File: src/rtl/ualink_pkg.sv
/*
 * shared widths, opcodes and payload types for the UALink command endpoint
 * referenced by scoped name from every RTL file that needs them
 */
package ualink_pkg;

   localparam int data_w    = 64;               // stream and memory word
   localparam int addr_w    = 8;
   localparam int mem_depth = 1 << addr_w;      // 256 words

   // one write or read burst is 64 bytes
   localparam int burst_len  = 8;
   localparam int beat_cnt_w = 3;

   // opcode sits in header bits 63:48
   localparam logic [15:0] op_write = 16'h0245;
   localparam logic [15:0] op_read  = 16'h0145;

   localparam int in_fifo_depth_bits  = 4;      // 16 beats
   localparam int cmd_fifo_depth_bits = 2;      // 4 queued reads

   typedef logic [data_w-1:0] mem_data_t;
   typedef logic [addr_w-1:0] mem_addr_t;

   // one stream beat as it sits in the input FIFO
   typedef struct packed {
      mem_data_t data;
      logic      last;
   } beat_t;

endpackage

File: src/rtl/mem_arbiter.sv
/*
 * four-phase req/ack arbiter for the single memory port
 * alternates priority between the write and read engines, steers the owner
 */
module mem_arbiter (
   input  logic                  axi_aclk,
   input  logic                  axi_resetn,
   input  logic                  wr_req,
   output logic                  wr_ack,
   input  logic                  wr_we,
   input  ualink_pkg::mem_addr_t wr_addr,
   input  ualink_pkg::mem_data_t wr_wdata,
   input  logic                  rd_req,
   output logic                  rd_ack,
   input  logic                  rd_en,
   input  ualink_pkg::mem_addr_t rd_addr,
   output logic                  ram_en,
   output logic                  ram_we,
   output ualink_pkg::mem_addr_t ram_addr,
   output ualink_pkg::mem_data_t ram_wdata
);

   logic last_rd;   // read engine held the memory last

   always_ff @(posedge axi_aclk) begin
      if (!axi_resetn) begin
         wr_ack  <= 1'b0;
         rd_ack  <= 1'b0;
         last_rd <= 1'b0;
      end else if (wr_ack && !wr_req) begin
         wr_ack <= 1'b0;
      end else if (rd_ack && !rd_req) begin
         rd_ack <= 1'b0;
      end else if (!wr_ack && !rd_ack) begin
         // on a tie the engine that did not go last wins
         if (wr_req && (!rd_req || last_rd)) begin
            wr_ack  <= 1'b1;
            last_rd <= 1'b0;
         end else if (rd_req) begin
            rd_ack  <= 1'b1;
            last_rd <= 1'b1;
         end
      end
   end

   assign ram_en    = (wr_ack && wr_we) || (rd_ack && rd_en);
   assign ram_we    = wr_ack && wr_we;
   assign ram_addr  = wr_ack ? wr_addr : rd_addr;
   assign ram_wdata = wr_wdata;   // only written while the write engine owns it

   a_one_owner: assert property (@(posedge axi_aclk) disable iff (!axi_resetn)
      !(wr_ack && rd_ack));
   a_wr_ack_needs_req: assert property (@(posedge axi_aclk) disable iff (!axi_resetn)
      $rose(wr_ack) |-> wr_req);
   a_rd_ack_needs_req: assert property (@(posedge axi_aclk) disable iff (!axi_resetn)
      $rose(rd_ack) |-> rd_req);

endmodule

File: config.mk
export PLATFORM = sky130hd
export DESIGN_NAME = mem_arbiter
export DESIGN_NICKNAME = d
export VERILOG_FILES = /design/src/rtl/ualink_pkg.sv /design/src/rtl/mem_arbiter.sv
export SDC_FILE = /design/constraint.sdc
export NUM_CORES = 1
export LEC_CHECK = 0
export BUFFER_PORTS_ARGS = -buffer_cell sky130_fd_sc_hd__buf_2
export CAP_MARGIN = 20
export CORE_AREA = 2 2 62 64
export CTS_BUF_LIST = sky130_fd_sc_hd__clkbuf_16
export DETAILED_ROUTE_END_ITERATION = 8
export DIE_AREA = 0 0 64 66
export GPL_ROUTABILITY_DRIVEN = 0
export HOLD_SLACK_MARGIN = 0.1
export PLACE_DENSITY_LB_ADDON = 0.08
export SYNTH_ARGS = -nofsm -noshare
export SYNTH_HDL_FRONTEND = slang
export SYNTH_SLANG_ARGS = --single-unit
File: constraint.sdc
create_clock -name axi_aclk -period 2.95 [get_ports axi_aclk]
set_clock_uncertainty 0.1 [all_clocks]
set_input_delay 0.4425 -clock axi_aclk [delete_from_list [all_inputs] [get_ports axi_aclk]]
set_output_delay 0.4425 -clock axi_aclk [all_outputs]
set_load 0.05 [all_outputs]
# Yosys cells after proc, flatten, opt, wreduce, memory -nomap -nowiden
# Index checks and enable logic that the tools add are counted.
# totals
regBits,3
latch_bits,0
ram_bits,0
romBits,0
in_bits,86
out_inout_bits,76
wordCells,32
memories,0
# classes
addsub,0
mul,0
div,0
n_lt_le_gt_ge,0
eq_ne,1
n_shift,0
muxes,6
bitwise_logic,3
n_reduce_logical,19
# ops
operator,n
2-to-1 mux 8 bit,1
AND reduction 4 bit,2
logical AND 1 bit,6
nonzero test 2 bit,3
2-to-1 mux 1 bit,5
logical NOT 1 bit,4
NOT 1 bit,3
AND reduction 3 bit,1
logical OR 1 bit,2
!= test 2 bit (second input constant),1
OR reduction 2 bit,1

# Longest topological paths before layout
# depth
depth_word,6
mapped_depth,3
mapped_depth_nobuf,3

# Least setup slack after synthesis
# OpenSTA, ideal clock, no wires.
# synth_timing
kind,reg-to-output
start,register wr_ack
end,output ram_en
arrival_ns,1.606
required_time_ns,2.408
slack_ns,0.801
stages_incl_launch_ff,3
path_buffers,0
path_cell_list,dfxtp_1 > and2_1 > a21o_1
# synth_via
elab_chain_cells,2
# synth_rtl
element,line_no,text
"start, declared",mem_arbiter.sv:9,"output logic wr_ack,"
"start signal, assigned",mem_arbiter.sv:27,wr_ack <= 1'b0;
"start signal, assigned",mem_arbiter.sv:31,wr_ack <= 1'b0;
"start signal, assigned",mem_arbiter.sv:37,wr_ack <= 1'b1;
logical AND 1 bit,-,
via ram_we,mem_arbiter.sv:18,"output logic ram_we,"
logical OR 1 bit,mem_arbiter.sv:46,assign ram_en = (wr_ack && wr_we) || (rd_ack && rd_en);
"end, declared",mem_arbiter.sv:17,"output logic ram_en,"
# The timed path passes the listed nets, and every way through them passes these cells.

# Worst setup path in the final report
# layout_timing
start,register wr_ack
end,output ram_addr[4]
# layout_via
elab_chain_cells,1
# layout_rtl
element,line_no,text
2-to-1 mux 8 bit,mem_arbiter.sv:48,assign ram_addr = wr_ack ? wr_addr : rd_addr;
"end, declared",mem_arbiter.sv:19,"output ualink_pkg::mem_addr_t ram_addr,"
# Every way passes these cells.

==> run_results.csv <==
group,metric,value,unit
outcome,run_status,"finished, final reports clean",
global_route,grt.overflow.total,0,
yosys,synth_top_family_by_area,"buffers and inverters",
worst_hold_path,hold_depth,2,
setup_path,max_stage_delay,0.63,ns
setup_path,start_kind,"flip-flop",
final_layout,layout_common_cells,"buf_2, mux2_2, a21oi_1, clkbuf_16, dfxtp_1",
place,io_buffer_count,33,
final_layout,fin_nets,147,
place,hpwlAfterDp,1041,um
die,dieHeight,66,um
route,met2_length,428,um
route,post_drt_wl_per_cell,11.39,um
die,initial_core_util,0.2026,
die,row_count,22,
yosys,synthesis.nets,174,
sta,fmax,498.4,MHz
sta,fin_crit_sh,0.6801,
yosys,yosysTopAreaCell,"buf_4",
job,maxCapViolCount,0,
setup_path,path_buf_inv,1,
die,ios,162,
yosys,synth-adder-area-share,0,
setup_path,crit_required,2.41,ns
final_layout,mostFrequentLayoutCell,"buf_2",
route,vias,396,
clock_network,clock_sinks,3,
clock_network,cts_setup_buffers,0,
clock_network,holdBufCountCts,0,
sta,hold_viol,0,
yosys,synth_xor_xnor_area_share,0,
sta,setup_viol,0,
pwr,powerDensity,663.6,nW/um^2
sta,worst_pin_slew,0.5114,ns
route,drtIter0Drc,10,
global_route,grt_max_degree,15,
clock_network,clockBufferDepth,2,
clock_network,cts_buffers,3,
die,die_w,64,um
yosys,postSynthAreaPerCell,8.175,um^2
global_route,antenna_found_initial,0,
route,drt_wl_total,1230,um
route,vias_per_cell,3.667,
clock_network,h-tree-depth,1,
die,core_area,3551,um^2
route,wl_met1,373,um
setup_path,cpLargestDelayFamily,"flip-flops",
route,top_layer,"met4",
global_route,grt_pass1_vias,336,
setup_path,critPathKind,"flip-flop to output port",
final_layout,antenna_cells,0,
worst_hold_path,hold_path_class,"input pin to flip-flop",
yosys,yosys.area_share.simple,0.02783,
setup_path,end_kind,"output port",
place,dp_cells,104,
final_layout,finalNonFillerCells,108,
route,ant_nets,0,
yosys,ys_ff_latch,3,
sta,final.setup.tns,0,ns
sta,slew_viol_final,0,
setup_path,crit_fanout,14,
yosys,yosysWarnings,0,
yosys,seq_area_frac_synth,0.08348,
sta,max_slew_margin,0.6586,
yosys,synth_area,719.4,um^2
yosys,synthMuxAreaShare,0.1252,
yosys,synth.top_cell.area_share,0.6678,
sta,grt_setup_unrepaired,"false",
clock_network,clockRootBuffer,"clkbuf_16",
clock_network,worstSkewPairLatency,0.22,ns
final_layout,drive_above_1_share,0.7333,
route,drc_errors,0,
final_layout,area_growth,-26.09,%
pwr,ir_drop,0.1902,mV
yosys,netlist_top_cells_area,"buf_4, mux2_2, dfxtp_1",
sta,min_period,2.006,ns
die,fp.dieArea,4224,um^2
route,drt-pass1-iter-count,4,
setup_path,crit_arrival,1.46,ns
clock_network,cts_tree,"built",
route,route.met3.wl,308,um
global_route,grt_pass1_wl,1600,um
setup_path,critPathSlowestCell,"dfxtp_1",
pwr,leakagePower,0.2792,nW
yosys,synthDistinctLibCells,14,
yosys,netlist_instances,88,
yosys,synth-compound-area-share,0.07478,
setup_path,reg2reg_depth,2,
global_route,grtUsageTotal,0.05402,
setup_path,path_depth,2,
setup_path,cp_cell_sequence,"mux2_2, buf_2",
clock_network,clkTransAtPathRegs,0.03,ns
clock_network,ctsResizeCount,0,
[cell usage after synthesis]
cell,n
buf_4,64
mux2_2,8
a21oi_1,3
dfxtp_1,3
a21o_1,1
a41o_1,1
and2_1,1
buf_6,1
inv_1,1
nand2_1,1
nor2_1,1
nor2b_1,1
o211a_1,1
o221a_1,1
[power by group]
part | switching [mW] | total [mW] | internal, mW
logic | 0.0597 | 0.0915 | 0.0318
registers | 0.00618 | 0.0507 | 0.0445
clock network | 0.0361 | 0.211 | 0.175
total | 0.102 | 0.353 | 0.251
[routing by layer]
layer	vias to the layer above	GRT usage
li1	162	-
met2	54	0.06641
met3	24	0.06474
met1	156	0.03564
met4	0	0.07065
met5	-	0
[through the flow]
step | hold slack, ns | setup WS [ns] | cell area [um^2] | total power, mW | utilization
final | 0.4036 | 0.9436 | 531.8 | 0.3529 | 0.1498
after global routing | 0.4019 | 0.8369 | 531.8 | 0.3676 | 0.1498
after CTS | 0.4028 | 0.8982 | 531.8 | 0.3586 | 0.1498
after detailed placement | 0.4498 | 1.130 | 452.9 | 0.1440 | 0.1276
after global placement | 0.4691 | 1.165 | 452.9 | 0.1453 | 0.1276
after floorplan | 0.4165 | 0.8012 | 719.4 | 0.3513 | -
[cells by family after synthesis]
family / count (synthesis)
buffers and inverters: 66
multiplexers: 8
AO/OA/AOI/OAI: 7
AND/OR/NAND/NOR: 4
flip-flops: 3
[sequential cells by signal (all words and copies together) (netlist names)]
register	cells
last_rd	1
wr_ack	1
rd_ack	1
[cell type report]
type,count,area [um^2]
inverter,1,3.754
sequential,3,60.06
multi-input combinational,19,163.9
timing repair buffer,33,165.2
fill,413,3019
clock buffer,3,75.07
clock inverter,1,3.754
tap,48,60.06
[worst paths after layout]
check	end	start	slack, ns
setup reg to reg	last_rd$_SDFFE_PN0P_	wr_ack$_SDFFE_PP0P_	1.73
hold / removal	wr_ack$_SDFFE_PP0P_	wr_req	0.40
setup / recovery	ram_addr[4]	wr_ack$_SDFFE_PP0P_	0.94
hold reg to reg	last_rd$_SDFFE_PN0P_	last_rd$_SDFFE_PN0P_	0.45
Note: power is estimated with default switching activity, not from simulation.
