$ cat src/rtl/ualink_pkg.sv
/*
 * shared widths, opcodes and payload types for the UALink command endpoint
 * referenced by scoped name from every RTL file that needs them
 */
package ualink_pkg;

   localparam int data_w    = 64;               // stream and memory word
   localparam int addr_w    = 8;
   localparam int mem_depth = 1 << addr_w;      // 256 words

   // one write or read burst is 64 bytes
   localparam int burst_len  = 8;
   localparam int beat_cnt_w = 3;

   // opcode sits in header bits 63:48
   localparam logic [15:0] op_write = 16'h0245;
   localparam logic [15:0] op_read  = 16'h0145;

   localparam int in_fifo_depth_bits  = 4;      // 16 beats
   localparam int cmd_fifo_depth_bits = 2;      // 4 queued reads

   typedef logic [data_w-1:0] mem_data_t;
   typedef logic [addr_w-1:0] mem_addr_t;

   // one stream beat as it sits in the input FIFO
   typedef struct packed {
      mem_data_t data;
      logic      last;
   } beat_t;

endpackage

$ cat src/rtl/mem_read_engine.sv
/*
 * read engine, pops a read command and streams eight words on the master port
 * keeps the memory grant for the whole burst, including while the sink stalls
 */
module mem_read_engine (
   input  logic                        axi_aclk,
   input  logic                        axi_resetn,
   input  ualink_pkg::mem_addr_t       cmd_addr,
   input  logic                        cmd_valid,
   output logic                        cmd_pop,
   output logic                        req,
   input  logic                        ack,
   output logic                        mem_en,
   output ualink_pkg::mem_addr_t       mem_addr,
   input  ualink_pkg::mem_data_t       mem_rdata,
   output logic [ualink_pkg::data_w-1:0] m_axis_tdata,
   output logic                        m_axis_tvalid,
   input  logic                        m_axis_tready,
   output logic                        m_axis_tlast
);

   typedef enum logic [2:0] {st_idle, st_wait, st_read, st_data, st_offer, st_release} state_t;

   state_t state;
   ualink_pkg::mem_addr_t addr;
   logic [ualink_pkg::beat_cnt_w-1:0] cnt;   // beat index within the burst
   logic last_beat;

   assign last_beat = cnt == ualink_pkg::beat_cnt_w'(ualink_pkg::burst_len - 1);
   assign cmd_pop   = (state == st_idle) && cmd_valid;
   assign mem_en    = state == st_read;
   assign mem_addr  = addr;

   always_ff @(posedge axi_aclk) begin
      if (!axi_resetn) begin
         state         <= st_idle;
         req           <= 1'b0;
         cnt           <= '0;
         m_axis_tvalid <= 1'b0;
         m_axis_tlast  <= 1'b0;
      end else begin
         case (state)
            st_idle: begin
               if (cmd_valid) begin
                  addr  <= cmd_addr;
                  req   <= 1'b1;
                  state <= st_wait;
               end
            end
            st_wait: if (ack) state <= st_read;
            st_read: state <= st_data;   // rdata lands next cycle
            st_data: begin
               m_axis_tdata  <= mem_rdata;
               m_axis_tlast  <= last_beat;
               m_axis_tvalid <= 1'b1;
               addr          <= addr + 1'b1;
               if (last_beat) req <= 1'b0;   // no more memory accesses
               state <= st_offer;
            end
            st_offer: begin
               if (m_axis_tready) begin
                  m_axis_tvalid <= 1'b0;
                  cnt           <= cnt + 1'b1;
                  state         <= m_axis_tlast ? st_release : st_read;
               end
            end
            st_release: if (!ack) state <= st_idle;
            default: state <= st_idle;
         endcase
      end
   end

   // a stalled beat stays put on the stream
   a_hold_beat: assert property (@(posedge axi_aclk) disable iff (!axi_resetn)
      (m_axis_tvalid && !m_axis_tready) |=> ($stable(m_axis_tdata) && $stable(m_axis_tlast)));

endmodule

$ cat config.mk
export PLATFORM = sky130hd
export DESIGN_NAME = mem_read_engine
export DESIGN_NICKNAME = d
export VERILOG_FILES = /design/src/rtl/ualink_pkg.sv /design/src/rtl/mem_read_engine.sv
export SDC_FILE = /design/constraint.sdc
export NUM_CORES = 1
export LEC_CHECK = 0
export ABC_AREA = 1
export BUFFER_PORTS_ARGS = -buffer_cell sky130_fd_sc_hd__clkbuf_2
export CORE_MARGIN = 3
export CORE_UTILIZATION = 30
export CTS_BUF_LIST = sky130_fd_sc_hd__clkbuf_8
export DETAILED_ROUTE_END_ITERATION = 8
export REMOVE_ABC_BUFFERS = 1
export SYNTH_ARGS = -nofsm -noshare
export SYNTH_HDL_FRONTEND = slang
export SYNTH_SLANG_ARGS = --single-unit
$ cat constraint.sdc
create_clock -name axi_aclk -period 4.62 [get_ports axi_aclk]
set_input_delay 0.231 -clock axi_aclk [delete_from_list [all_inputs] [get_ports axi_aclk]]
set_output_delay 0.231 -clock axi_aclk [all_outputs]
set_load 0.01 [all_outputs]
# Yosys cells after proc, flatten, opt, wreduce, memory -nomap -nowiden
# Index checks and enable logic that the tools add are counted.
dict set report classes {
  addsub 2
  eq_ne 11
  mux 13
  reduce_logical 10
}
# cell count
set op_table {}
lappend op_table {{3-bit one-hot mux with 6 select lines} 1}
lappend op_table {{8-bit one-hot mux with 2 select lines} 1}
lappend op_table {{3-bit 2-to-1 mux} 5}
lappend op_table {{2-bit inequality test (second input constant)} 5}
lappend op_table {{3-bit == test (second input constant)} 3}
lappend op_table {{8-bit by 1-bit adder with 8-bit output (second input constant)} 1}
lappend op_table {{8-bit 2-to-1 mux} 1}
lappend op_table {{3-bit by 2-bit == test with 1-bit output (second input constant)} 2}
lappend op_table {{2-bit AND reduction} 3}
lappend op_table {{3-bit AND reduction} 2}
lappend op_table {{1-bit one-hot mux with 2 select lines} 2}
lappend op_table {{4-bit AND reduction} 1}
lappend op_table {{2-bit nonzero test} 2}
lappend op_table {{3-bit by 1-bit adder with 3-bit output (second input constant)} 1}
lappend op_table {{3-bit by 1-bit == test with 1-bit output (second input constant)} 1}
lappend op_table {{3-bit logical NOT} 1}
lappend op_table {{1-bit 2-to-1 mux} 3}
lappend op_table {{1-bit logical AND} 1}
dict set report totals {
  reg_bits 81
  input_bits 77
  out_inout_bits 77
  wordCells 43
}

# Longest topological paths before layout
dict set report logic_depth {
  ltp_word 3
  ltp_mapped 7
  depth_no_buf 7
}

# Least setup slack after synthesis
# No wires, ideal clock.
dict set report synth_path {
  path_type {register to register}
  startpoint {reg state[1]}
  endpoint {reg m_axis_tdata[0] (netlist bit) (enable)}
  setup_ps 486
  arrival_ps 3530
  required_ps 4134
  setup_slack_ps 604
  stages_incl_launch_ff 6
  n_path_buf 1
  period_less_slack_ps 4016
  path_cell_list {dfxtp_1 -> nand2_1 -> nor2_4 -> inv_2 -> buf_2 -> nor2_1}
}
dict set report synth_via {
  elab_chain_cells 2
}
# item line_no
set synth_lines {}
lappend synth_lines {{from (decl)} mem_read_engine.sv:24} ;# state_t state;
lappend synth_lines {{from (signal assigned)} mem_read_engine.sv:36} ;# state <= st_idle;
lappend synth_lines {{from (signal assigned)} mem_read_engine.sv:47} ;# state <= st_wait;
lappend synth_lines {{from (signal assigned)} mem_read_engine.sv:50} ;# st_wait: if (ack) state <= st_read;
lappend synth_lines {{3-bit by 2-bit == test with 1-bit output} mem_read_engine.sv:42} ;# case (state)
lappend synth_lines {{2-bit AND reduction (no line)} --}
lappend synth_lines {{to (signal assigned)} mem_read_engine.sv:53} ;# m_axis_tdata <= mem_rdata;
lappend synth_lines {{to (decl)} mem_read_engine.sv:16} ;# output logic [ualink_pkg::data_w-1:0] m_axis_tdata,
# No other way between the ends.
# A chain may end at the register's enable or synchronous reset.

# Final worst setup path
dict set report layout_path {
  startpoint {reg state[1]}
  endpoint {reg m_axis_tdata[44] (netlist bit) (enable)}
}
# The elaborated chain is that of the path after synthesis.

==> flow_metrics.env <==
export IMPL_status="finished clean"
export IMPL_grt_usage_pct=13.1
export IMPL_cts_max_level=3
export IMPL_internal_power_w=0.00119
export IMPL_setup_violations=0
export IMPL_overflow=0
export IMPL_die_width_um=103
export IMPL_path_cells="nand2_1, nor2_4, inv_2, nor2_4, buf_4"
export IMPL_comb_power_share_pct=18.9
export IMPL_hold_path_depth=1
export IMPL_drt_iter0_markers=93
export IMPL_cts_clk_slew_worst_paths_ns=0.09
export IMPL_place_area_mm2=0.00378
export IMPL_fill_cells=859
export IMPL_hold_path_class="input pin to flip-flop"
export IMPL_num_antenna_cells=0
export IMPL_cts_root_buffer="clkbuf_8"
export IMPL_yosysWarnings=0
export IMPL_firstDrtPassIters=4
export IMPL_worstPathArrival_ns=2.54
export IMPL_dominantRegCellSynth="edfxtp_1"
export IMPL_crit_cells=5
export IMPL_layout_setup_ws_ns=2.08
export IMPL_period_share_pct=55.0
export IMPL_synthArstFlopShare_pct=0
export IMPL_syn_inst=187
export IMPL_most_common_layout_cells="153 x clkbuf_2, 72 x edfxtp_1, 43 x nand2_1, 16 x nand3_1, 11 x inv_1"
export IMPL_clock_skew_ns=0.0102
export IMPL_synth_cell_types=21
export IMPL_slew_headroom_pct=27.1
export IMPL_rows=34
export IMPL_leakage_nw=1.72
export IMPL_finalSetupTns_ns=0
export IMPL_wirelength_met1_um=2720
export IMPL_worstMarginPinSlew_ns=1.09
export IMPL_drc=0
export IMPL_top_layer="met4"
export IMPL_crit_path_end_kind="flip-flop"
export IMPL_ios=154
export IMPL_final_core_util_pct=44.0
export IMPL_crit_top_cell="nor2_4"
export IMPL_path_class="flip-flop to flip-flop"
export IMPL_cpPeakStageDelay_ns=0.85
export IMPL_period_minus_slack_ns=2.54
export IMPL_grt_max_degree=39
export IMPL_crit_slowest_cell="nor2_4"
export IMPL_ys_seq_area_share_pct=82.3
export IMPL_wl_met2_um=3380
export IMPL_cts_setup_buffers=0
export IMPL_syn_area_per_cell_um2=15.2
export IMPL_numCtsBuffers=9
export IMPL_crit_path_start_kind="flip-flop"
export IMPL_core_region_area_mm2=0.00898
export IMPL_synth_top_area_share_pct=76.0
export IMPL_area_growth_pct=38.7
export IMPL_gp_congestion=0.854
export IMPL_drive_above_1_share_pct=48.9
export IMPL_wl_met3_um=729
export IMPL_final_hold_viol_count=0
export IMPL_fin_area_mm2=0.00395
export IMPL_wl_um=7060
export IMPL_power_density_mw_per_mm2=426
export IMPL_wl_per_cell_um=14.6
export IMPL_synth_area_mm2=0.00285
export IMPL_power_frac_clock_pct=26.5
export IMPL_hpwlAfterDp_um=5580
export IMPL_clk_latency_ns=0.33
export IMPL_rr_worst_depth=5
export IMPL_switching_share_pct=29.3
export IMPL_irDropWorstVdd_v=0.000267
export IMPL_synth_edf_count=72
export IMPL_cts_resized=0
export IMPL_grt_first_pass_wirelength_um=10200
export IMPL_r2r_setup_slack_ns=2.08
export IMPL_layout_commonest_cell="clkbuf_2"
export IMPL_antenna_found_initial=0
export IMPL_yosys_area_top_type="edfxtp_1"
export IMPL_initial_utilization_pct=31.7
export IMPL_fin_nets=431
export IMPL_clockBufferDepth=2
export IMPL_pre_cts_slack_ns=2.04
export IMPL_cts_tree="done"
export IMPL_pwr_share_seq_pct=54.6
export IMPL_die_area_mm2=0.0107
export IMPL_grt_setup_unrepaired="no"
export IMPL_max_freq_mhz=394
export IMPL_viasPerCell=4.32
export IMPL_drtAntennaViolNets=0
export IMPL_cts_hold_buf=0
export IMPL_maxSlewViolCount=0
export IMPL_cts_sinks=81
export IMPL_cp_num_buf_inv=2
export IMPL_num_vias=2082
export IMPL_port_buffer_count=153
export IMPL_ys_ff_latch=81
export IMPL_synth_area_top_cells="edfxtp_1 76%, dfxtp_1 6.3%, nand2_1 5.7%, nand3_1 2.8%, nor2_1 1.5%"
export IMPL_p_switching_w=0.000493
export IMPL_fp_dieH_um=103
export IMPL_cp_max_fo=38
export IMPL_critPathTopFamily="simple AND/OR/NAND/NOR gates"
export IMPL_max_cap_violations=0
export IMPL_required_ns=4.62
export IMPL_finalPower_w=0.00168
export IMPL_grt_pass1_vias=2034
[cells by family (layout without fill, tap and decap cells)]
family | count (synthesis) | count (layout) | synth area share (%)
AND/OR/NAND/NOR | 75 | 75 | 11.6
adder cells (fa/ha/maj) | 3 | 3 | 1.32
flip-flops | 81 | 81 | 82.3
XOR/XNOR | 2 | 2 | 0.615
AO/OA/AOI/OAI | 12 | 12 | 2.33
buffers and inverters | 14 | 183 | 1.89
[synth_stat cells, types with 2 or more instances]
library cell  number
o21ai_0            3
inv_2              2
nand3_1           16
nand2_1           43
dfxtp_1            9
inv_1             10
ha_1               3
o21ai_1            2
nor2_1            11
edfxtp_1          72
a21oi_1            5
nor2_4             2
[per-stage QoR]
| step | std cells | hold slack, ns |
|---|---|---|
| 4_1_cts | 482 | 0.0378 |
| 6_report | 482 | 0.0613 |
| 3_3_place_gp | 466 | 0.409 |
| 3_5_place_dp | 466 | 0.410 |
| 5_1_grt | 482 | 0.0311 |
| 2_1_floorplan | 186 | 0.330 |
[flip-flops by register name (all words and copies together), names as in the netlist]
signal	count
req	1
m_axis_tlast	1
cnt	3
m_axis_tvalid	1
m_axis_tdata	64
state	3
mem_addr	8
[cell type report]
type,instances,area (um2),share of cell area [%]
Clock buffer,9,124,3.14
Clock inverter,7,45.0,1.14
Multi-Input combinational cell,92,458,11.6
Timing Repair Buffer,154,773,19.6
Tap cell,126,158,3.99
Inverter,13,48.8,1.24
Sequential cell,81,2340,59.3
[worst reg2reg max path, cell delays in order, from the launching register on]
cell and delay, ns:
dfxtp_1 0.40, nand2_1 0.13, nor2_4 0.18, inv_2 0.17, nor2_4 0.85, buf_4 0.48
[path summary, 6_finish.rpt]
| kind | from | end |
|---|---|---|
| setup / recovery | state[1] | m_axis_tdata[44] |
| hold / removal | mem_rdata[11] | m_axis_tdata[11] |
| setup reg to reg | state[1] | m_axis_tdata[44] |
| hold reg to reg | cnt[2] | cnt[2] |
[power by group through the flow]
stage | combinational [W] | clock (W) | sequential (W)
after floorplan | 0.000171 | 0 | 0.000954
after global placement | 0.000320 | 0 | 0.000931
after detailed placement | 0.000323 | 0 | 0.000934
after CTS | 0.000324 | 0.000468 | 0.000917
after global routing | 0.000364 | 0.000497 | 0.000925
final | 0.000318 | 0.000446 | 0.000918
[layer usage]
metal  track usage (%)  vias up
met5                 0        -
met4              6.97        0
met3              4.63       17
met2              22.3      117
met1              14.2      954
li1                  -      994
(Power assumes the default switching activity.)
