### src/rtl/ualink_pkg.sv
/*
 * shared widths, opcodes and payload types for the UALink command endpoint
 * referenced by scoped name from every RTL file that needs them
 */
package ualink_pkg;

   localparam int data_w    = 64;               // stream and memory word
   localparam int addr_w    = 8;
   localparam int mem_depth = 1 << addr_w;      // 256 words

   // one write or read burst is 64 bytes
   localparam int burst_len  = 8;
   localparam int beat_cnt_w = 3;

   // opcode sits in header bits 63:48
   localparam logic [15:0] op_write = 16'h0245;
   localparam logic [15:0] op_read  = 16'h0145;

   localparam int in_fifo_depth_bits  = 4;      // 16 beats
   localparam int cmd_fifo_depth_bits = 2;      // 4 queued reads

   typedef logic [data_w-1:0] mem_data_t;
   typedef logic [addr_w-1:0] mem_addr_t;

   // one stream beat as it sits in the input FIFO
   typedef struct packed {
      mem_data_t data;
      logic      last;
   } beat_t;

endpackage

### src/rtl/cmd_parser.sv
/*
 * command parser between the input FIFO and the two memory engines
 * decodes the header opcode, routes write data, queues reads and drops the rest
 */
module cmd_parser (
   input  logic                  axi_aclk,
   input  logic                  axi_resetn,
   input  ualink_pkg::beat_t     in_beat,
   input  logic                  in_valid,
   output logic                  in_pop,
   output logic                  wr_start,
   output ualink_pkg::mem_addr_t wr_addr,
   input  logic                  wr_busy,
   output ualink_pkg::mem_data_t wr_data,
   output logic                  wr_valid,
   input  logic                  wr_ready,
   output logic                  rd_push,
   output ualink_pkg::mem_addr_t rd_addr,
   input  logic                  rd_full
);

   typedef enum logic [1:0] {st_header, st_wdata, st_discard} state_t;

   state_t state;
   state_t state_next;
   logic [ualink_pkg::beat_cnt_w-1:0] cnt;   // write data words taken so far
   logic [15:0] opcode;
   logic        is_write;
   logic        is_read;
   logic        last_word;

   assign opcode    = in_beat.data[ualink_pkg::data_w-1 -: 16];
   assign is_write  = opcode == ualink_pkg::op_write;
   assign is_read   = opcode == ualink_pkg::op_read;
   assign last_word = cnt == ualink_pkg::beat_cnt_w'(ualink_pkg::burst_len - 1);

   // start address lives in the low header byte
   assign wr_addr = in_beat.data[ualink_pkg::addr_w-1:0];
   assign rd_addr = in_beat.data[ualink_pkg::addr_w-1:0];
   assign wr_data = in_beat.data;

   always_comb begin
      state_next = state;
      in_pop     = 1'b0;
      wr_start   = 1'b0;
      wr_valid   = 1'b0;
      rd_push    = 1'b0;
      case (state)
         st_header: begin
            if (in_valid && is_write) begin
               if (!wr_busy) begin   // engine finished the previous burst
                  wr_start   = 1'b1;
                  in_pop     = 1'b1;
                  state_next = st_wdata;
               end
            end else if (in_valid && is_read) begin
               // hold the read until the last write has reached memory
               if (!wr_busy && !rd_full) begin
                  rd_push = 1'b1;
                  in_pop  = 1'b1;
                  if (!in_beat.last) state_next = st_discard;
               end
            end else if (in_valid) begin
               in_pop = 1'b1;   // unknown opcode
               if (!in_beat.last) state_next = st_discard;
            end
         end
         st_wdata: begin
            wr_valid = in_valid;
            in_pop   = in_valid && wr_ready;
            if (in_pop && last_word) state_next = st_header;
         end
         st_discard: begin
            in_pop = in_valid;   // drain up to tlast
            if (in_valid && in_beat.last) state_next = st_header;
         end
         default: state_next = st_header;
      endcase
   end

   always_ff @(posedge axi_aclk) begin
      if (!axi_resetn) begin
         state <= st_header;
         cnt   <= '0;
      end else begin
         state <= state_next;
         if (state == st_wdata && in_pop) cnt <= cnt + 1'b1;   // wraps back to 0 after 8
      end
   end

   // write packets carry exactly burst_len data words after the header
   a_write_framing: assert property (@(posedge axi_aclk) disable iff (!axi_resetn)
      (state == st_wdata && in_pop) |-> (in_beat.last == last_word));

endmodule

### config.mk
export PLATFORM = sky130hd
export DESIGN_NAME = cmd_parser
export DESIGN_NICKNAME = d
export VERILOG_FILES = /design/src/rtl/ualink_pkg.sv /design/src/rtl/cmd_parser.sv
export SDC_FILE = /design/constraint.sdc
export NUM_CORES = 1
export LEC_CHECK = 0
export BUFFER_PORTS_ARGS = -buffer_cell sky130_fd_sc_hd__buf_4
export CAP_MARGIN = 5
export CORE_MARGIN = 8
export CORE_UTILIZATION = 32
export CTS_CLUSTER_DIAMETER = 150
export DETAILED_ROUTE_END_ITERATION = 16
export GPL_TIMING_DRIVEN = 0
export PLACE_DENSITY = 0.92
export REMOVE_ABC_BUFFERS = 1
export SYNTH_ARGS = -nofsm -noshare
export SYNTH_HDL_FRONTEND = slang
export SYNTH_SLANG_ARGS = --single-unit
### constraint.sdc
create_clock -name axi_aclk -period 2.8 [get_ports axi_aclk]
set_clock_uncertainty 0.05 [all_clocks]
set_input_delay 0.42 -clock axi_aclk [delete_from_list [all_inputs] [get_ports axi_aclk]]
set_output_delay 0.42 -clock axi_aclk [all_outputs]
set_load 0.01 [all_outputs]
Yosys cells after proc, flatten, opt, wreduce, memory -nomap -nowiden:

Index checks and enable logic that the tools add are counted.

* word-level logic and storage cells: 45
* register bits: 5
* output and inout port bits: 84
* bits in latches: 0
* memory bits (read-only): 0
* bits in writable memories: 0
* memories: 0

* order comparisons: 0
* $mul: 0
* bitwise logic cells: 0
* mux-type cells: 21
* equal/unequal tests: 10
* divide/modulo/power cells: 0
* $add $sub $neg: 1
* reductions and logical operators: 11
* shift operators: 0

Operators by type and width (number)
* $eq A16 B10 Y1 const B: 1
* $eq A16 B9 Y1 const B: 1
* $mux W2: 8
* $mux W1: 11
* $ne A4 B4 Y1 const B: 2
* $logic_and A1 B1 Y1: 7
* $pmux W2 S3: 1
* $reduce_and A5 Y1: 1
* $ne A2 B2 Y1 const B: 2
* $add A3 B1 Y3 const B: 1
* $eq A3 B3 Y1 const B: 1
* $ne A3 B3 Y1 const B: 1
* $pmux W1 S3: 1
* $eq A2 B1 Y1 const B: 1
* $eq A2 B2 Y1 const B: 1
* $logic_not A1 Y1: 2
* $logic_not A2 Y1: 1

Logic depth before layout (Yosys ltp):

Gate-level depths: netlist of the first run.

* depth in word-level cells: 7
* gate-level depth with buffers: 7
* gate-level depth less buffers: 7

Worst setup path before layout of the first run:

Ideal clock, no wire load.

* path type: input-to-output
* from: in in_beat[56] (netlist bit)
* to: out in_pop
* path buffers: 0
* arrival: 1.396 ns
* cell stages on the path: 5
* slack: 0.934 ns
* cells stage by stage: nor4b_2 -> nand2_1 -> nor3_1 -> a31oi_1 -> nand3_1

* cells in the longest elaborated chain, start to end: 5

RTL lines
* from (decl): line cmd_parser.sv:8 `input ualink_pkg::beat_t in_beat,`
* $eq A16 B9 Y1: line cmd_parser.sv:34 `assign is_read = opcode == ualink_pkg::op_read;`
* $logic_and A1 B1 Y1: line cmd_parser.sv:56 `end else if (in_valid && is_read) begin`
* $mux W1: line cmd_parser.sv:56
* $mux W1 (*): line cmd_parser.sv:50 `if (in_valid && is_write) begin`
* $pmux W1 S3 (*): line cmd_parser.sv:48 `case (state)`
* to (decl): line cmd_parser.sv:10 `output logic in_pop,`

Every way passes the cells marked *; elsewhere a longest branch is shown, timed or not.

Worst setup path after layout of the first run:

Same ends and word-level chain as after synthesis.

==> impl_metrics.toml, run 1 <==
[status]
status = "completed"

[layout]
final_util = 0.267
nets = 170
final_cell_mix = "buf_4, nand2_1, dfxtp_1"
n_antenna_cell = 0
layout_commonest_cell = "buf_4"
instances_no_fill = 140
drive_above_1_share = 0.521
area_growth_syn_to_layout_pct = -20.4

[routing]
routedWlPerCell_um = 46.2
first_pass_iters = 4
dr_total_vias = 707
drt-initial-drc-count = 46
drc_errors = 0
drt-total-wl_um = 6460
vias_per_cell = 5.05
ant_nets = 0

[setup_path]
arrival_ps = 1600
r2r_slack_ps = 1290
crit_top_cell = "buf_4"
slowest_stage = "nor4b_2"
crit_fanout = 2
crit_type = "input pin to output port"
slowest_delay_ps = 300
crit_path_cell_trace = "buf_4 > nor4b_2 > nand4_1 > o311ai_1 > nand3_1 > buf_4"
end_kind = "output port"
start_kind = "input pin"
worstPathRequired_ps = 2330

[timing]
maxSlewViolCount = 0
tightest_slew_ps = 291
period_needed_ps = 2070
relSlewSlack = 0.805
setup_tns_ps = 0
setup_viol = 0
finalCritPeriodShare = 0.738
hold_viol = 0
max_clock_freq_mhz = 484
rsz0062_at_grt = "false"

[global_routing]
grt_remaining_overflow = 0
grt_max_degree = 10
antenna_found_initial = 0
grt_first_pass_wirelength_um = 7940
grt_use_total = 0.239
grt_pass1_vias = 772

[die]
initial_core_util = 0.335
die_area_um2 = 5260
pin_count = 155
core-area_um2 = 3050
rows = 20
dieHeight_um = 72.6
die_w_um = 72.6

[synth]
ys_seq_area_frac = 0.0978
yosys_register_bits = 5
netlist_instances = 131
yosys.cell_types.count = 31
avgSynthCellArea_um2 = 7.81
syn_area_um2 = 1020
yosys_warnings = 0

[cts]
clkTransAtPathRegs_ps = 50
cts_buffers = 3
clk_path_buf_depth = 2
cts_tree = "yes"
clock_latency_ps = 240
holdBufCountCts = 0
root_buffer = "clkbuf_4"
numClockSinks = 5
cts_setup_buffers = 0
cts_resized = 0
h-tree-depth = 1

[pwr]
power.density_nw_per_um2 = 295
p_total_mw = 0.240
p_leak_nw = 0.375
vdd_drop_max_mv = 0.0627

[job]
maxCapViolCount = 0

[placed_design]
dp_cells = 136
place_hpwl_um = 6100
port_buffers = 42
gp_congestion = 1.05

[worst_hold_path]
hold_path.class = "input pin to flip-flop"
==> synthesized netlist by cell type (all sizes together) <==
master	instances	share of area
and2b	1	0.0073
or2	1	0.0061
a21boi	2	0.015
nor2b	3	0.018
a311oi	1	0.0086
and4bb	1	0.012
o311ai	1	0.0086
nand3	2	0.0098
o2111ai	1	0.0086
a41oi	1	0.0086
ha	2	0.024
xnor2	1	0.0086
nor2	4	0.017
o21a	1	0.0073
nor3	3	0.015
inv	2	0.0073
nand4b	1	0.0086
a31oi	1	0.0061
nand4	1	0.0061
dfxtp	5	0.098
and2	1	0.0061
nor3b	1	0.0073
buf	81	0.59
nor4b	2	0.029
a21oi	1	0.0049
nand2	5	0.018
mux2i	3	0.029
and3	1	0.0061
o22ai	1	0.0061
==> layer usage <==
layer  wire, um  global-route usage  vias to the layer above
li1           -                   -                      284
met1       1690               0.177                      284
met2       2590               0.333                      135
met3       2090               0.348                        4
met4         99              0.0756                        0
met5          0                   0                        -
==> registers in the layout, summed over array words and instances (netlist names) <==
signal  cells
cnt         3
state       2
==> where the power goes <==
group	leakage (nW)	total [mW]	internal [mW]	switching (mW)
combinational	0.319	0.0816	0.0443	0.0373
sequential	0.0404	0.0742	0.0723	0.00187
clock	0.0150	0.0843	0.0539	0.0304
==> layout make-up <==
cell class / count / area [um^2]
clock buffer: 4 / 26.3
inverter: 2 / 7.51
tap: 44 / 55.1
fill: 350 / 2240
sequential: 5 / 100
multi-input combinational: 43 / 310
timing repair buffer: 42 / 315
==> critical path: cells and delay by family <==
kind / cells / cell delay, ps
AOI/OAI and AO/OA: 1 / 300
buffers and inverters: 2 / 290
and+or+nand+nor: 3 / 590
==> metrics by stage <==
stage | instance area, um^2 | setup slack [ps] | hold WS (ps)
final | 815 | 735 | 385
after global routing | 815 | 567 | 376
after CTS | 815 | 729 | 377
after detailed placement | 788 | 730 | 495
after global placement | 788 | 744 | 453
after floorplan | 418 | 934 | 440
==> logic make-up (layout without fill, tap and decap cells) <==
| logic type | count (synthesis) | count (layout) | share of synthesized area |
|---|---|---|---|
| muxes | 3 | 3 | 0.0293 |
| DFF | 5 | 5 | 0.0978 |
| xor gates and xnor gates | 1 | 1 | 0.00856 |
| AOI/OAI and AO/OA | 10 | 10 | 0.0734 |
| buffers and inverters | 83 | 48 | 0.599 |
| adders and majority gates | 2 | 2 | 0.0244 |
| and+or+nand+nor | 27 | 27 | 0.168 |
==> path summary, 6_finish.rpt <==
check | startpoint | to | depth (start not counted)
worst min-delay path | axi_resetn | cnt[0] | 2
worst max-delay path | in_beat[56] | in_pop | 6
worst min register to register | cnt[1] | cnt[1] | 2
worst max register to register | cnt[0] | state[1] | 7
No activity file was read; power rests on OpenSTA's default activity.
==> run 2, diff against run 1 <==
--- a/config.mk
+++ b/config.mk
@@ -5,14 +5,15 @@
 export SDC_FILE = /design/constraint.sdc
 export NUM_CORES = 1
 export LEC_CHECK = 0
+export ABC_AREA = 1
 export BUFFER_PORTS_ARGS = -buffer_cell sky130_fd_sc_hd__buf_4
 export CAP_MARGIN = 5
 export CORE_MARGIN = 8
-export CORE_UTILIZATION = 32
+export CORE_UTILIZATION = 28
 export CTS_CLUSTER_DIAMETER = 150
 export DETAILED_ROUTE_END_ITERATION = 16
 export GPL_TIMING_DRIVEN = 0
-export PLACE_DENSITY = 0.92
+export PLACE_DENSITY = 0.83
 export REMOVE_ABC_BUFFERS = 1
 export SYNTH_ARGS = -nofsm -noshare
 export SYNTH_HDL_FRONTEND = slang
==> constraint.sdc (replaced) <==
create_clock -name axi_aclk -period 1.9 [get_ports axi_aclk]
set_clock_uncertainty 0.05 [all_clocks]
set_input_delay 0.285 -clock axi_aclk [delete_from_list [all_inputs] [get_ports axi_aclk]]
set_output_delay 0.285 -clock axi_aclk [all_outputs]
set_load 0.01 [all_outputs]
==> run 2 against run 1 <==
  * Sequential cell count unchanged
  * Total power increased by 89%
  * Global-route usage is 4.1 points lower
  * Sequential power increased by 51%
  * Synthesized cell count increased by 28%
  * Highest routed layer unchanged
  * Synthesized area rose by 8.1%
  * Via count increased by 23%
  * Utilization is 3.0 points lower
  * Cell count is 31% higher
  * Setup slack worse by 610 ps
==> impl_metrics.toml, run 2 <==
[status]
status = "completed"

[routing]
drc_errors = 0
dr_total_vias = 873
vias_per_cell = 4.77
drt-total-wl_um = 6440
drt-initial-drc-count = 69
ant_nets = 0
routedWlPerCell_um = 35.2
first_pass_iters = 4

[layout]
final_cell_mix = "buf_4, nor2_1, nand2_1"
largest_register_ffs = 3
regMostFlops = "cnt"
nets = 207
final_util = 0.237
n_antenna_cell = 0
reg_top3 = "cnt: 3 flops, state: 2 flops"
layout_commonest_cell = "buf_4"
drive_above_1_share = 0.421
stdcell_area_um2 = 927
instances_no_fill = 183
area_growth_syn_to_layout_pct = -16.2

[setup_path]
start_kind = "input pin"
timing.critical_path.buf_inv = 2
r2r_start = "state[0]"
worstPathRequired_ps = 1560
r2r_cells = 7
arrival_ps = 1440
crit_type = "input pin to output port"
slowest_stage = "nor3_2"
crit_fanout = 3
slowest_delay_ps = 190
crit_path_cell_trace = "buf_4 > nor3_2 > nand4_1 > nor3_2 > nand2_1 > nor2_2 > nand3b_1 > buf_4"
r2r_end = "cnt[0]"
r2r_slack_ps = 600
end_kind = "output port"
critical_path.top_delay_family = "simple AND/OR/NAND/NOR gates"

[synth]
ys_seq_area_frac = 0.0905
yosysMostFrequentCell = "buf_4"
synth_common_cells = "buf_4, nor2_1, nand2_1, inv_1, nand3_1"
synth-adder-area-share = 0.0226
synth_top_area_share = 0.543
muxShareOfSynthArea = 0
yosys.cell_types.count = 20
synth_top_family_by_area = "buffers and inverters"
yosys.area.top_type = "buf_4"
netlist_instances = 168
synth-async-reset-ratio = 0
ys.flop_type = "dfxtp_1"
yosys_warnings = 0
syn_area_um2 = 1110
avgSynthCellArea_um2 = 6.58
synth.area.top_cells = "buf_4, dfxtp_1, nor2_1"
synth_compound_area_frac = 0.0339
yosys.area_share.xor_xnor = 0
yosys_register_bits = 5
synth-simple-area-share = 0.257
synth-edff-count = 0

[placed_design]
dp_cells = 179
place_area_um2 = 872
port_buffers = 42
place_hpwl_um = 5890
gp_congestion = 0.905

[timing]
hold_viol = 0
tightest_slew_ps = 254
hold_ws_ps = 267
finalCritPeriodShare = 0.932
rsz0062_at_grt = "false"
setup_tns_ps = 0
relSlewSlack = 0.830
max_clock_freq_mhz = 564
setup_viol = 0
maxSlewViolCount = 0
period_needed_ps = 1770

[die]
core-area_um2 = 3910
initial_core_util = 0.283
pin_count = 155
dieHeight_um = 78.9
die_w_um = 78.9
die_area_um2 = 6220
rows = 23

[global_routing]
use_met3 = 0.319
grt_use_total = 0.198
antenna_found_initial = 0
grt_remaining_overflow = 0
grt.busiest_layer = "met3"
grt_max_degree = 9
grt_pass1_vias = 855
grt_first_pass_wirelength_um = 8270
grtUsageMet2 = 0.302
grt_util_met1 = 0.126

[worst_hold_path]
holdPathEnd = "state[1]"
hold_start = "axi_resetn"
hold_path.class = "input pin to flip-flop"
min_path_cells = 3

[cts]
root_buffer = "clkbuf_8"
cts_tree = "yes"
cts_setup_buffers = 0
h-tree-depth = 1
clk_path_buf_depth = 2
clkTransAtPathRegs_ps = 40
numClockSinks = 5
holdBufCountCts = 0
cts_buffers = 3
cts_resized = 0
clock_latency_ps = 230

[pwr]
p_leak_nw = 0.460
power.density_nw_per_um2 = 488
vdd_drop_max_mv = 0.504

[job]
maxCapViolCount = 0
-- run 2: kinds of logic (layout without fill, tap and decap cells) --
| group | after synthesis | in the layout |
|---|---|---|
| AOI/OAI and AO/OA | 7 | 7 |
| adders and majority gates | 2 | 2 |
| buffers and inverters | 93 | 58 |
| DFF | 5 | 5 |
| and+or+nand+nor | 61 | 61 |
-- run 2: how the worst max path moves through the flow --
stage,startpoint,to,slack (ps),depth (start not counted)
global placement,in_beat[61],in_pop,90,8
global route,in_beat[53],in_pop,20,10
floorplan,in_beat[61],in_pop,430,6
detailed placement,in_beat[61],in_pop,10,8
CTS,in_beat[61],in_pop,10,8
finish,in_beat[61],in_pop,130,8
-- run 2: metrics by stage --
stage	power (mW)	setup WS, ps
after floorplan	0.155	427
after global placement	0.249	92.4
after detailed placement	0.252	13.5
after CTS	0.459	12.1
after global routing	0.482	19.5
final	0.453	128
-- run 2: layout make-up --
class	count	area, um^2
inverters	12	47.5
clock buffers	4	45.0
multi-input cells	70	357
repair buffers	42	315
fillers	455	2990
flip-flops and latches	5	100
well taps	50	62.6
-- run 2: metal layers --
layer  up-vias  share of wire
li1        371              -
met1       352           0.23
met2       148           0.43
met3         2           0.34
met4         0         0.0033
met5         -              0
-- run 2: power breakdown --
group / switching (mW) / internal [mW]
Combinational: 0.0708 / 0.0690
Sequential: 0.00298 / 0.109
Clock: 0.0567 / 0.144
-- run 2: worst min-delay path, delay by kind of cell --
kind / cells / cell delay [ps]
and+or+nand+nor: 2 / 120
buffers and inverters: 1 / 100
