--- src/rtl/stream_fifo.sv ---
/*
 * fall-through FIFO, head word visible on dout while valid is high
 * payload type is a parameter so the same block carries beats or addresses
 */
module stream_fifo #(
   parameter type payload_t  = logic,
   parameter int  depth_bits = 2
) (
   input  logic     axi_aclk,
   input  logic     axi_resetn,
   input  logic     push,
   input  payload_t din,
   output logic     full,
   input  logic     pop,
   output payload_t dout,
   output logic     valid
);

   payload_t mem [2**depth_bits];
   logic [depth_bits-1:0] wr_ptr;
   logic [depth_bits-1:0] rd_ptr;
   logic [depth_bits:0]   count;   // one extra bit to tell full from empty

   assign full  = count[depth_bits];
   assign valid = count != '0;
   assign dout  = mem[rd_ptr];

   always_ff @(posedge axi_aclk) begin
      if (push) begin
         mem[wr_ptr] <= din;
      end
   end

   always_ff @(posedge axi_aclk) begin
      if (!axi_resetn) begin
         wr_ptr <= '0;
         rd_ptr <= '0;
         count  <= '0;
      end else begin
         if (push) wr_ptr <= wr_ptr + 1'b1;   // pointers wrap with the buffer
         if (pop) rd_ptr <= rd_ptr + 1'b1;
         case ({push, pop})
            2'b10:   count <= count + 1'b1;
            2'b01:   count <= count - 1'b1;
            default: count <= count;
         endcase
      end
   end

   // the producer must watch full and the consumer must watch valid
   a_no_overflow: assert property (@(posedge axi_aclk) disable iff (!axi_resetn)
      !(push && full));
   a_no_underflow: assert property (@(posedge axi_aclk) disable iff (!axi_resetn)
      !(pop && !valid));

endmodule

--- config.mk ---
export PLATFORM = sky130hd
export DESIGN_NAME = stream_fifo
export DESIGN_NICKNAME = d
export VERILOG_FILES = /design/src/rtl/stream_fifo.sv
export SDC_FILE = /design/constraint.sdc
export NUM_CORES = 1
export LEC_CHECK = 0
export ABC_AREA = 1
export BUFFER_PORTS_ARGS = -buffer_cell sky130_fd_sc_hd__buf_2
export CAP_MARGIN = 20
export CORE_AREA = 5 5 42 44
export DETAILED_ROUTE_END_ITERATION = 10
export DIE_AREA = 0 0 47 49
export PLACE_DENSITY = 0.73
export SLEW_MARGIN = 30
export SYNTH_ARGS = -nofsm -noshare
export SYNTH_HDL_FRONTEND = slang
export SYNTH_SLANG_ARGS = --single-unit
--- constraint.sdc ---
create_clock -name axi_aclk -period 1.3 [get_ports axi_aclk]
set_input_delay 0.065 -clock axi_aclk [delete_from_list [all_inputs] [get_ports axi_aclk]]
set_output_delay 0.065 -clock axi_aclk [all_outputs]
set_load 0.05 [all_outputs]
# Word-level counts from Yosys, hierarchy flattened
# Memory sizes are Yosys's and may differ from the RTL's. A register that Yosys moved wholly into a read port is not among the register bits.
# Cells that the tools add are included.
# totals
reg_bits	7
ramBits	4
n_memories	1
wordCells	17
# classes
add_sub_neg	4
eq_ne	2
muxes	5
reduce_logical	2
# memory_table
memory	words	width	rd	rd_ports_with_merged_regs	write_ports	line	text
mem	4	1	1	1	1	19	payload_t mem [2**depth_bits];
# op_table
op	count
one-hot mux 3 bit (2 select lines)	1
adder 2 x 1 -> 2 bit, second input constant	2
2-to-1 mux 2 bit	2
adder 3 x 1 -> 3 bit, second input constant	1
nonzero test 3 bit	1
subtractor 3 x 1 -> 3 bit, second input constant	1
== test 2 x 1 -> 1 bit, second input constant	1
== test 2 bit, second input constant	1
2-to-1 mux 1 bit	2
nonzero test 2 bit	1

# Depth between registers and ports, before layout
# Gate-level depths: netlist (run 1).
# logic_depth
ltp_word	3
mapped_depth	8
depth_no_buf	8

# Least setup slack after synthesis (run 1)
# No wires, ideal clock.
# synth_path
kind	register to output
startpoint	register (tool-made name)
endpoint	output port dout
path_stages_with_launch	3
required_time_ps	1235
slack_ps	127
arrival_ps	1108
n_path_buf	0
cell_sequence	dfxtp_1 -> o21ai_0 -> o21ai_1
# synth_lines
element	line	text
end, declared	15	output payload_t dout,

# Worst setup path after layout (run 1)
# layout_path
startpoint	register count[0]
endpoint	register count[2]
# layout_via
elab_chain_cells	2
word_cells_on_any_way	3
cone_classes	2 x add/sub; 1 x mux
# layout_rtl
element	line	text
start, declared	22	logic [depth_bits:0] count;
start signal, assigned	43	2'b10: count <= count + 1'b1;
start signal, assigned	44	2'b01: count <= count - 1'b1;
start signal, assigned	45	default: count <= count;
subtractor 3 x 1 -> 3 bit / adder 3 x 1 -> 3 bit (equally long branches)	44, 43	
one-hot mux 3 bit (2 select lines) (*)	42	case ({push, pop})
# Mark *: on every way between the ends. The rest lies on a longest branch, timed or not.
# A chain may end at the register's enable or synchronous reset.

==> results of run 1 <==
[cells in the final DEF, fill, tap and decap left out]
master,count
sky130_fd_sc_hd__inv_1,11
sky130_fd_sc_hd__nor2_1,10
sky130_fd_sc_hd__nand2_1,9
sky130_fd_sc_hd__dfxtp_1,8
sky130_fd_sc_hd__o21ai_1,7
sky130_fd_sc_hd__a21oi_1,6
sky130_fd_sc_hd__buf_2,6
sky130_fd_sc_hd__ha_1,5
sky130_fd_sc_hd__edfxtp_1,4
sky130_fd_sc_hd__buf_4,4
sky130_fd_sc_hd__clkbuf_4,3
sky130_fd_sc_hd__inv_2,2
sky130_fd_sc_hd__o21ai_0,2
sky130_fd_sc_hd__nand2_2,1
sky130_fd_sc_hd__nand4_1,1
sky130_fd_sc_hd__fa_1,1
sky130_fd_sc_hd__dfxtp_2,1
sky130_fd_sc_hd__clkbuf_1,1
[power breakdown]
| group | total (mW) | switching, mW | internal (mW) | leakage [nW] |
|---|---|---|---|---|
| sequential | 0.470 | 0.0206 | 0.449 | 0.112 |
| combinational | 0.189 | 0.125 | 0.0640 | 0.217 |
| clock | 0.235 | 0.117 | 0.118 | 0.0150 |
[Yosys cell counts]
master,n,area [µm²]
sky130_fd_sc_hd__nand2_1,9,33.78
sky130_fd_sc_hd__ha_1,5,62.56
sky130_fd_sc_hd__nor2_1,10,37.54
sky130_fd_sc_hd__inv_2,2,7.510
sky130_fd_sc_hd__dfxtp_1,9,180.2
sky130_fd_sc_hd__nand2_2,1,6.260
sky130_fd_sc_hd__o21ai_1,7,35.03
sky130_fd_sc_hd__o21ai_0,2,10.01
sky130_fd_sc_hd__fa_1,1,20.02
sky130_fd_sc_hd__a21oi_1,6,30.03
sky130_fd_sc_hd__edfxtp_1,4,120.1
sky130_fd_sc_hd__nand4_1,1,6.260
sky130_fd_sc_hd__inv_1,11,41.29
[worst paths after layout]
check,endpoint,slack [ns],start
setup / recovery,count[2]$_SDFFE_PN0P_,0.09,count[0]$_SDFFE_PN0P_
hold / removal,mem[1]$_DFFE_PP_,0.02,din
setup reg to reg,count[2]$_SDFFE_PN0P_,0.09,count[0]$_SDFFE_PN0P_
hold reg to reg,flop,0.47,rd_ptr[1]$_SDFFE_PN0P_
[layer usage]
layer | GRT usage (%) | wire, µm | up-vias
li1 | - | - | 246
met1 | 11.39 | 367 | 190
met2 | 12.67 | 423 | 5
met3 | 3.321 | 41 | 2
met4 | 4.147 | 4 | 0
met5 | 0 | 0 | -
[cell type report]
cell class / count / area share, %
clock buffer: 4 / 3.763
timing repair buffer: 10 / 8.602
sequential: 13 / 43.19
multi-input combinational: 42 / 34.59
tap: 16 / 2.867
inverter: 13 / 6.989
[metrics by stage]
| step | instances | power (mW) | hold WS (ns) | cell area, µm² |
|---|---|---|---|---|
| final | 98 | 0.8935 | 0.02334 | 698.2 |
| after global routing | 98 | 0.9639 | 0.007586 | 698.2 |
| after CTS | 98 | 0.9062 | 0.01767 | 694.4 |
| after detailed placement | 94 | 0.6649 | 0.2919 | 668.1 |
| after global placement | 94 | 0.6591 | 0.2859 | 668.1 |
| after floorplan | 68 | 0.6125 | 0.1569 | 590.6 |
[logic make-up (layout without fill, tap and decap cells)]
| logic type | Yosys count | in the layout | share of synthesized area, % |
|---|---|---|---|
| AND/OR/NAND/NOR | 21 | 21 | 14.20 |
| AO/OA/AOI/OAI | 15 | 15 | 12.71 |
| buffers and inverters | 13 | 27 | 8.263 |
| flip-flops | 13 | 13 | 50.85 |
| adder cells (fa/ha/maj) | 6 | 6 | 13.98 |
==> metrics list, run 1 <==
- Final-report hold violation count: 0
* Final number of max-transition violations: 0
* Setup Fix Bufs, Post-CTS: 0
- The multi-input combinational cells in the finished layout cover a total of 241.5 µm².
* Highest cell delay on the worst timing path: about 0.47 ns
* DRC marker count from the first detailed-route iteration: 2
- Summing over every cut layer, the via total after detailed routing is 443.
* Number of global-route vias before repair: between 300 and 400
* Die Wd: 47 µm
- Count of cells resized by post-cts repair: 0
- After detailed routing, the number of vias per cell comes to between 4 and 5.
- The tool flagged a number of max-cap violations equal to 0.
- Power per unit of standard cell area: 1280 mW/mm²
- Row generation in the floorplan step produced 14 rows.
* Peak ir drop on the vdd network: 0.5537 mV
- Once detailed placement completed, the half-perimeter wirelength came to just over 700 µm.
- Layout overhead on the synthesized area: 18.22%
* FF+latch count, synth: 13
* Clock transition at the register clock pins on the worst setup and hold paths after CTS: 0.08 ns
* Class of the tightest hold or removal check: in -> reg
- The count of buffers added on input and output ports is 7.
- Once routing completed, OpenROAD measured the worst setup slack at 0.09237 ns.
* Clock network latency to the later pin of the worst-skew pair: ~0.26 ns
- H-Tree Depth: 1
* Final routed DRC violation total: 0
- Counting every instance in the synthesized netlist gives 68.
- Mean routed wirelength per cell: between 8 and 9 µm
- Combined area of all synthesized cells: 590.6 µm²
- Drt pass-1 iters: 2
- YS warnings: 0
* Synthesized area per cell: 8.685 µm²
- Net count after synthesis: a little under 80
* WP data arrival: 1.41 ns
* Number of nets in the layout: 94
- At the pin with the least slew margin, the transition time is approximately 0.25 ns.
- Summed over all cells, the static leakage comes to 0.3439 nW.
- Number of logic stages on the critical path including buffering: 6
- The worst setup path is captured at a flop.
* Slowest stage cell, crit path: sky130_fd_sc_hd__fa_1
- Minimum period implied by the final worst setup slack: 1.208 ns
* End-of-flow core utilization: between 40% and 50%
- Post-DRT Antenna Nets: 0
- The first global-routing pass estimated 1483 µm of wire.
- Cell chosen for the clock root: sky130_fd_sc_hd__clkbuf_4
- Initial antenna violation count: 0
- The number of different library cells used by synthesis comes to 13.
- In this run, post-CTS hold repair placed 0 buffers.
- Number of CTS-inserted buffers: 3
- Setup violations remaining at the end of the flow were counted as 0.
- After detailed routing, the total wire length is 837 µm.
- Of the available clock period, the critical path in the final layout requires 92.89%.
* Final-layout fill cell count: 149
- At the end of routability-driven placement, the weighted congestion stood at 0.7532.
- For the final database, setup skew stands at ~0.0054 ns.
- Of the cells placed in the final design, the portion with a size suffix greater than 1 is 20.73%.
- Cells on worst reg2reg path: 6
* Overflow left after global routing: 0
* Status: finished, final reports clean
* Critical path class: reg -> reg
- The critical path goes through fa_1, nand2_2, nand2_1, nor2_1, nor2_1, nor2_1.
- Global routing used 8.832% of the available tracks.
* Top fanout value on the critical path: 3
* Count of boundary I/O pins: 8
- The die covers 0.002303 mm².
- FF/Latch Area: 301.5 µm²
- Cell with the most instances on the worst path: sky130_fd_sc_hd__nor2_1
- Headroom to the max-slew limit came out at 83.43%.
* Setup slack after placement: 0.03987 ns
* Number of buffer and inverter instances along the worst setup path: 0
* Starting density of the core: 42.14%
- Die H: 49 µm
- After floorplanning, the core was sized to cover 0.001401 mm².
* Peak Freq: 828.1 MHz
* Data required, critical path: between 1.5 and 2 ns
- Largest net degree at the start of global routing: 8
- Kind of start point of the critical path: flop
* Longest Clk Path Bufs: 2
- Summed over all failing endpoints, the final setup total negative slack is 0 ns.
- Worst path top cell family by delay: adder cells
- Post-synthesis sequential area ratio: 50.85%
- 0 antenna diodes ended up in the layout.
* Hold-critical path depth: 1
- Setup repair after global routing left no endpoint under its margin.
* Clock tree from TritonCTS: yes
- Clk sink count: 13
No activity file was read; power rests on OpenSTA's default activity.
==> run 2, diff against run 1 <==
HOLD_SLACK_MARGIN = 0.15   (was default)
==> run 2 against run 1 <==
  * Clock power barely moved
  * Count of clock-buffer cells in the layout unchanged
  * Power is 0.94% higher
  * Worst hold slack gained 0.16 ns
  * Flip-flop and latch count stayed put
  * Wire length increased by 3.8%
  * Critical path type unchanged
  * First-iteration DRC count unchanged
  * Sequential share of layout area decreased by 1.8 points
  * Non-clock buffer count increased by 3
  * Maximum frequency about the same
==> metrics list, run 2 (synthesized netlist as in run 1, its figures left out) <==
- Clock transition at the register clock pins on the worst setup and hold paths after CTS: 0.08 ns (about the same)
* Drt pass-1 iters: 4 (was 2)
- Commonest non-fill, non-tap cells in the layout: sky130_fd_sc_hd__inv_1, sky130_fd_sc_hd__nor2_1, sky130_fd_sc_hd__nand2_1 (unchanged).
- The placed wire-length estimate after detailed placement is 710.2 µm (unchanged).
- Longest Clk Path Bufs: 2 (unchanged)
- The weighted congestion at the end of routability-driven global placement came to 0.7532 (unchanged).
* Kind of start point of the critical path: flop (unchanged)
- Max-cap violations: 0 (unchanged)
* Die Wd: 47 µm (unchanged)
- Slew of the pin with the lowest slew margin: 0.2502 ns (about the same)
- Final Hold Slack: 0.1802 ns (was 0.02334 ns)
- The cell leakage power came to 0.3564 nW (was 0.3439 nW).
- Data required, critical path: 1.51 ns (about the same)
* Overall global routing resource usage: 8.974% (was 8.832%)
* Overflow left after global routing: 0 (unchanged)
* Count of inserted antenna diode cells: 0 (unchanged)
- The overall routed net length was 869 µm (was 837 µm).
- The via count is 460 (was 443).
* Number of buffer and inverter instances along the worst setup path: 0 (unchanged)
* Highest cell delay on the worst timing path: 0.47 ns (about the same)
* Largest net degree at the start of global routing: 8 (unchanged)
- Class of the tightest hold or removal check: in -> reg (unchanged)
- Peak ir drop on the vdd network: 0.5538 mV (was 0.5537 mV)
* Worst path top cell family by delay: adder cells (unchanged)
- DRC marker count from the first detailed-route iteration: 2 (unchanged)
* Clk sink count: 13 (unchanged)
- The final clock period utilization by the worst path came to 92.83% (was 92.89%).
- Hold-critical path depth: 4 (was 1)
- Number of CTS-inserted buffers: 3 (unchanged)
- Number of placement rows: 14 (unchanged)
- The fraction of layout cells with a size suffix above 1 was 20.00% (was 20.73%).
- Cell chosen for the clock root: sky130_fd_sc_hd__clkbuf_4 (unchanged)
- Mean routed wirelength per cell: 8.604 µm (was 8.541 µm)
- Number of global-route vias before repair: 395 (was 384)
- The count of buffers from port buffering was 7 (unchanged).
* Count of boundary I/O pins: 8 (unchanged)
- Cells on worst reg2reg path: 6 (unchanged)
- The wire length of the first global-routing pass came to 1511 µm (was 1483 µm).
* Number of nets in the layout: 97 (was 94)
- Power per unit of standard cell area: 1239 mW/mm² (was 1280 mW/mm²)
- End-of-flow core utilization: 51.96% (was 49.82%)
* WP data arrival: 1.42 ns (was 1.41 ns)
- Critical path class: reg -> reg (unchanged)
- Least setup slack across all paths after layout: 0.09321 ns (was 0.09237 ns)
- The worst slack at placement is 0.03987 ns (unchanged).
- The final hold violation count is 0 (unchanged).
* Critical-path cell list: fa_1, nand2_2, nand2_1, nor2_1, nor2_1, nor2_1 (unchanged)
- The library cell appearing most often on the critical path is sky130_fd_sc_hd__nor2_1 (unchanged).
- Commonest non-fill, non-tap cell in the layout: sky130_fd_sc_hd__inv_1 (unchanged)
- The critical-path maximum fanout was 3 (unchanged).
- Final number of max-transition violations: 0 (unchanged)
- The number of setup violations in the final report is 0 (unchanged).
- The area of the die was 0.002303 mm² (unchanged).
- Starting density of the core: 42.14% (unchanged)
- The headroom to the max-slew limit came to 83.43% (about the same).
- Clock network latency to the later pin of the worst-skew pair: 0.26 ns (about the same)
- The count of antenna-violating nets left after detailed routing was 0 (unchanged).
- Final routed DRC violation total: 0 (unchanged)
- Die H: 49 µm (unchanged)
- The instance count on the critical path came to 6 (unchanged).
* Minimum period implied by the final worst setup slack: 1.207 ns (was 1.208 ns)
- H-Tree Depth: 1 (unchanged)
* Setup Fix Bufs, Post-CTS: 0 (unchanged)
- Via/cell ratio: 4.554 (was 4.520)
* Setup repair after global routing missed its margin: false (unchanged)
- Layout overhead on the synthesized area: 23.31% (was 18.22%)
- Peak Freq: 828.6 MHz (was 828.1 MHz)
- The core area came to 0.001401 mm² (unchanged).
- Initial antenna violation count: 0 (unchanged)
* Clock tree from TritonCTS: yes (unchanged)
- Type of destination of the critical path: flop (unchanged)
- Setup TNS after final layout: 0 ns (unchanged)
- Status: finished, final reports clean (unchanged)
- Clock Skew: 0.006479 ns (was 0.005356 ns)
- Slowest stage cell, crit path: sky130_fd_sc_hd__fa_1 (unchanged)
## run 2: cell count changes in the layout (fill, tap and decap cells not counted), sizes merged
cell	previous run	this run
dlygate4sd3	0	3
## run 2: power by group
part | internal, mW | switching, mW
logic | 0.0698 | 0.126
clock network | 0.118 | 0.118
registers | 0.449 | 0.0206
## run 2: worst paths after layout
path / slack [ns] / from / end
hold reg to reg: 0.47 / rd_ptr[1]$_SDFFE_PN0P_ / flop
setup / recovery: 0.09 / count[0]$_SDFFE_PN0P_ / count[2]$_SDFFE_PN0P_
hold / removal: 0.18 / push / wr_ptr[1]$_SDFFE_PN0P_
setup reg to reg: 0.09 / count[0]$_SDFFE_PN0P_ / count[2]$_SDFFE_PN0P_
## run 2: stage by stage
step	cells	total power [mW]	instance area (µm²)
finish	101	0.9019	728.2
global placement	94	0.6591	668.1
detailed placement	94	0.6649	668.1
CTS	101	0.9132	724.4
floorplan	68	0.6125	590.6
global route	101	0.9714	728.2
## run 2: area by class of cell
cell class                 instances  area [µm²]
tap                               16       20.02
inverter                          13       48.80
fill                             142       673.1
clock buffer                       4       26.28
sequential                        13       301.5
timing repair buffer              13       90.09
multi-input combinational         42       241.5
## run 2: timing repair
| action | 4_1_cts | 5_1_grt |
|---|---|---|
| setup endpoints to repair | 0 | 1 |
| hold endpoints to repair | 13 | 0 |
| gates resized for setup | 0 | 3 |
| hold buffers | 3 | 0 |
## run 2: worst register-to-register path, stage by stage, from the launching register on
cell                      delay (ns)
sky130_fd_sc_hd__dfxtp_1        0.34
sky130_fd_sc_hd__fa_1           0.47
sky130_fd_sc_hd__nand2_2        0.09
sky130_fd_sc_hd__nand2_1        0.05
sky130_fd_sc_hd__nor2_1         0.08
sky130_fd_sc_hd__nor2_1         0.04
sky130_fd_sc_hd__nor2_1         0.09
## run 2: routing by layer
layer  vias to the layer above  track usage, %  wire length (µm)
met5                         -               0                 0
met2                         5           13.35               442
li1                        253               -                 -
met3                         2           3.321                43
met1                       200           11.16               378
met4                         0           4.147                 5
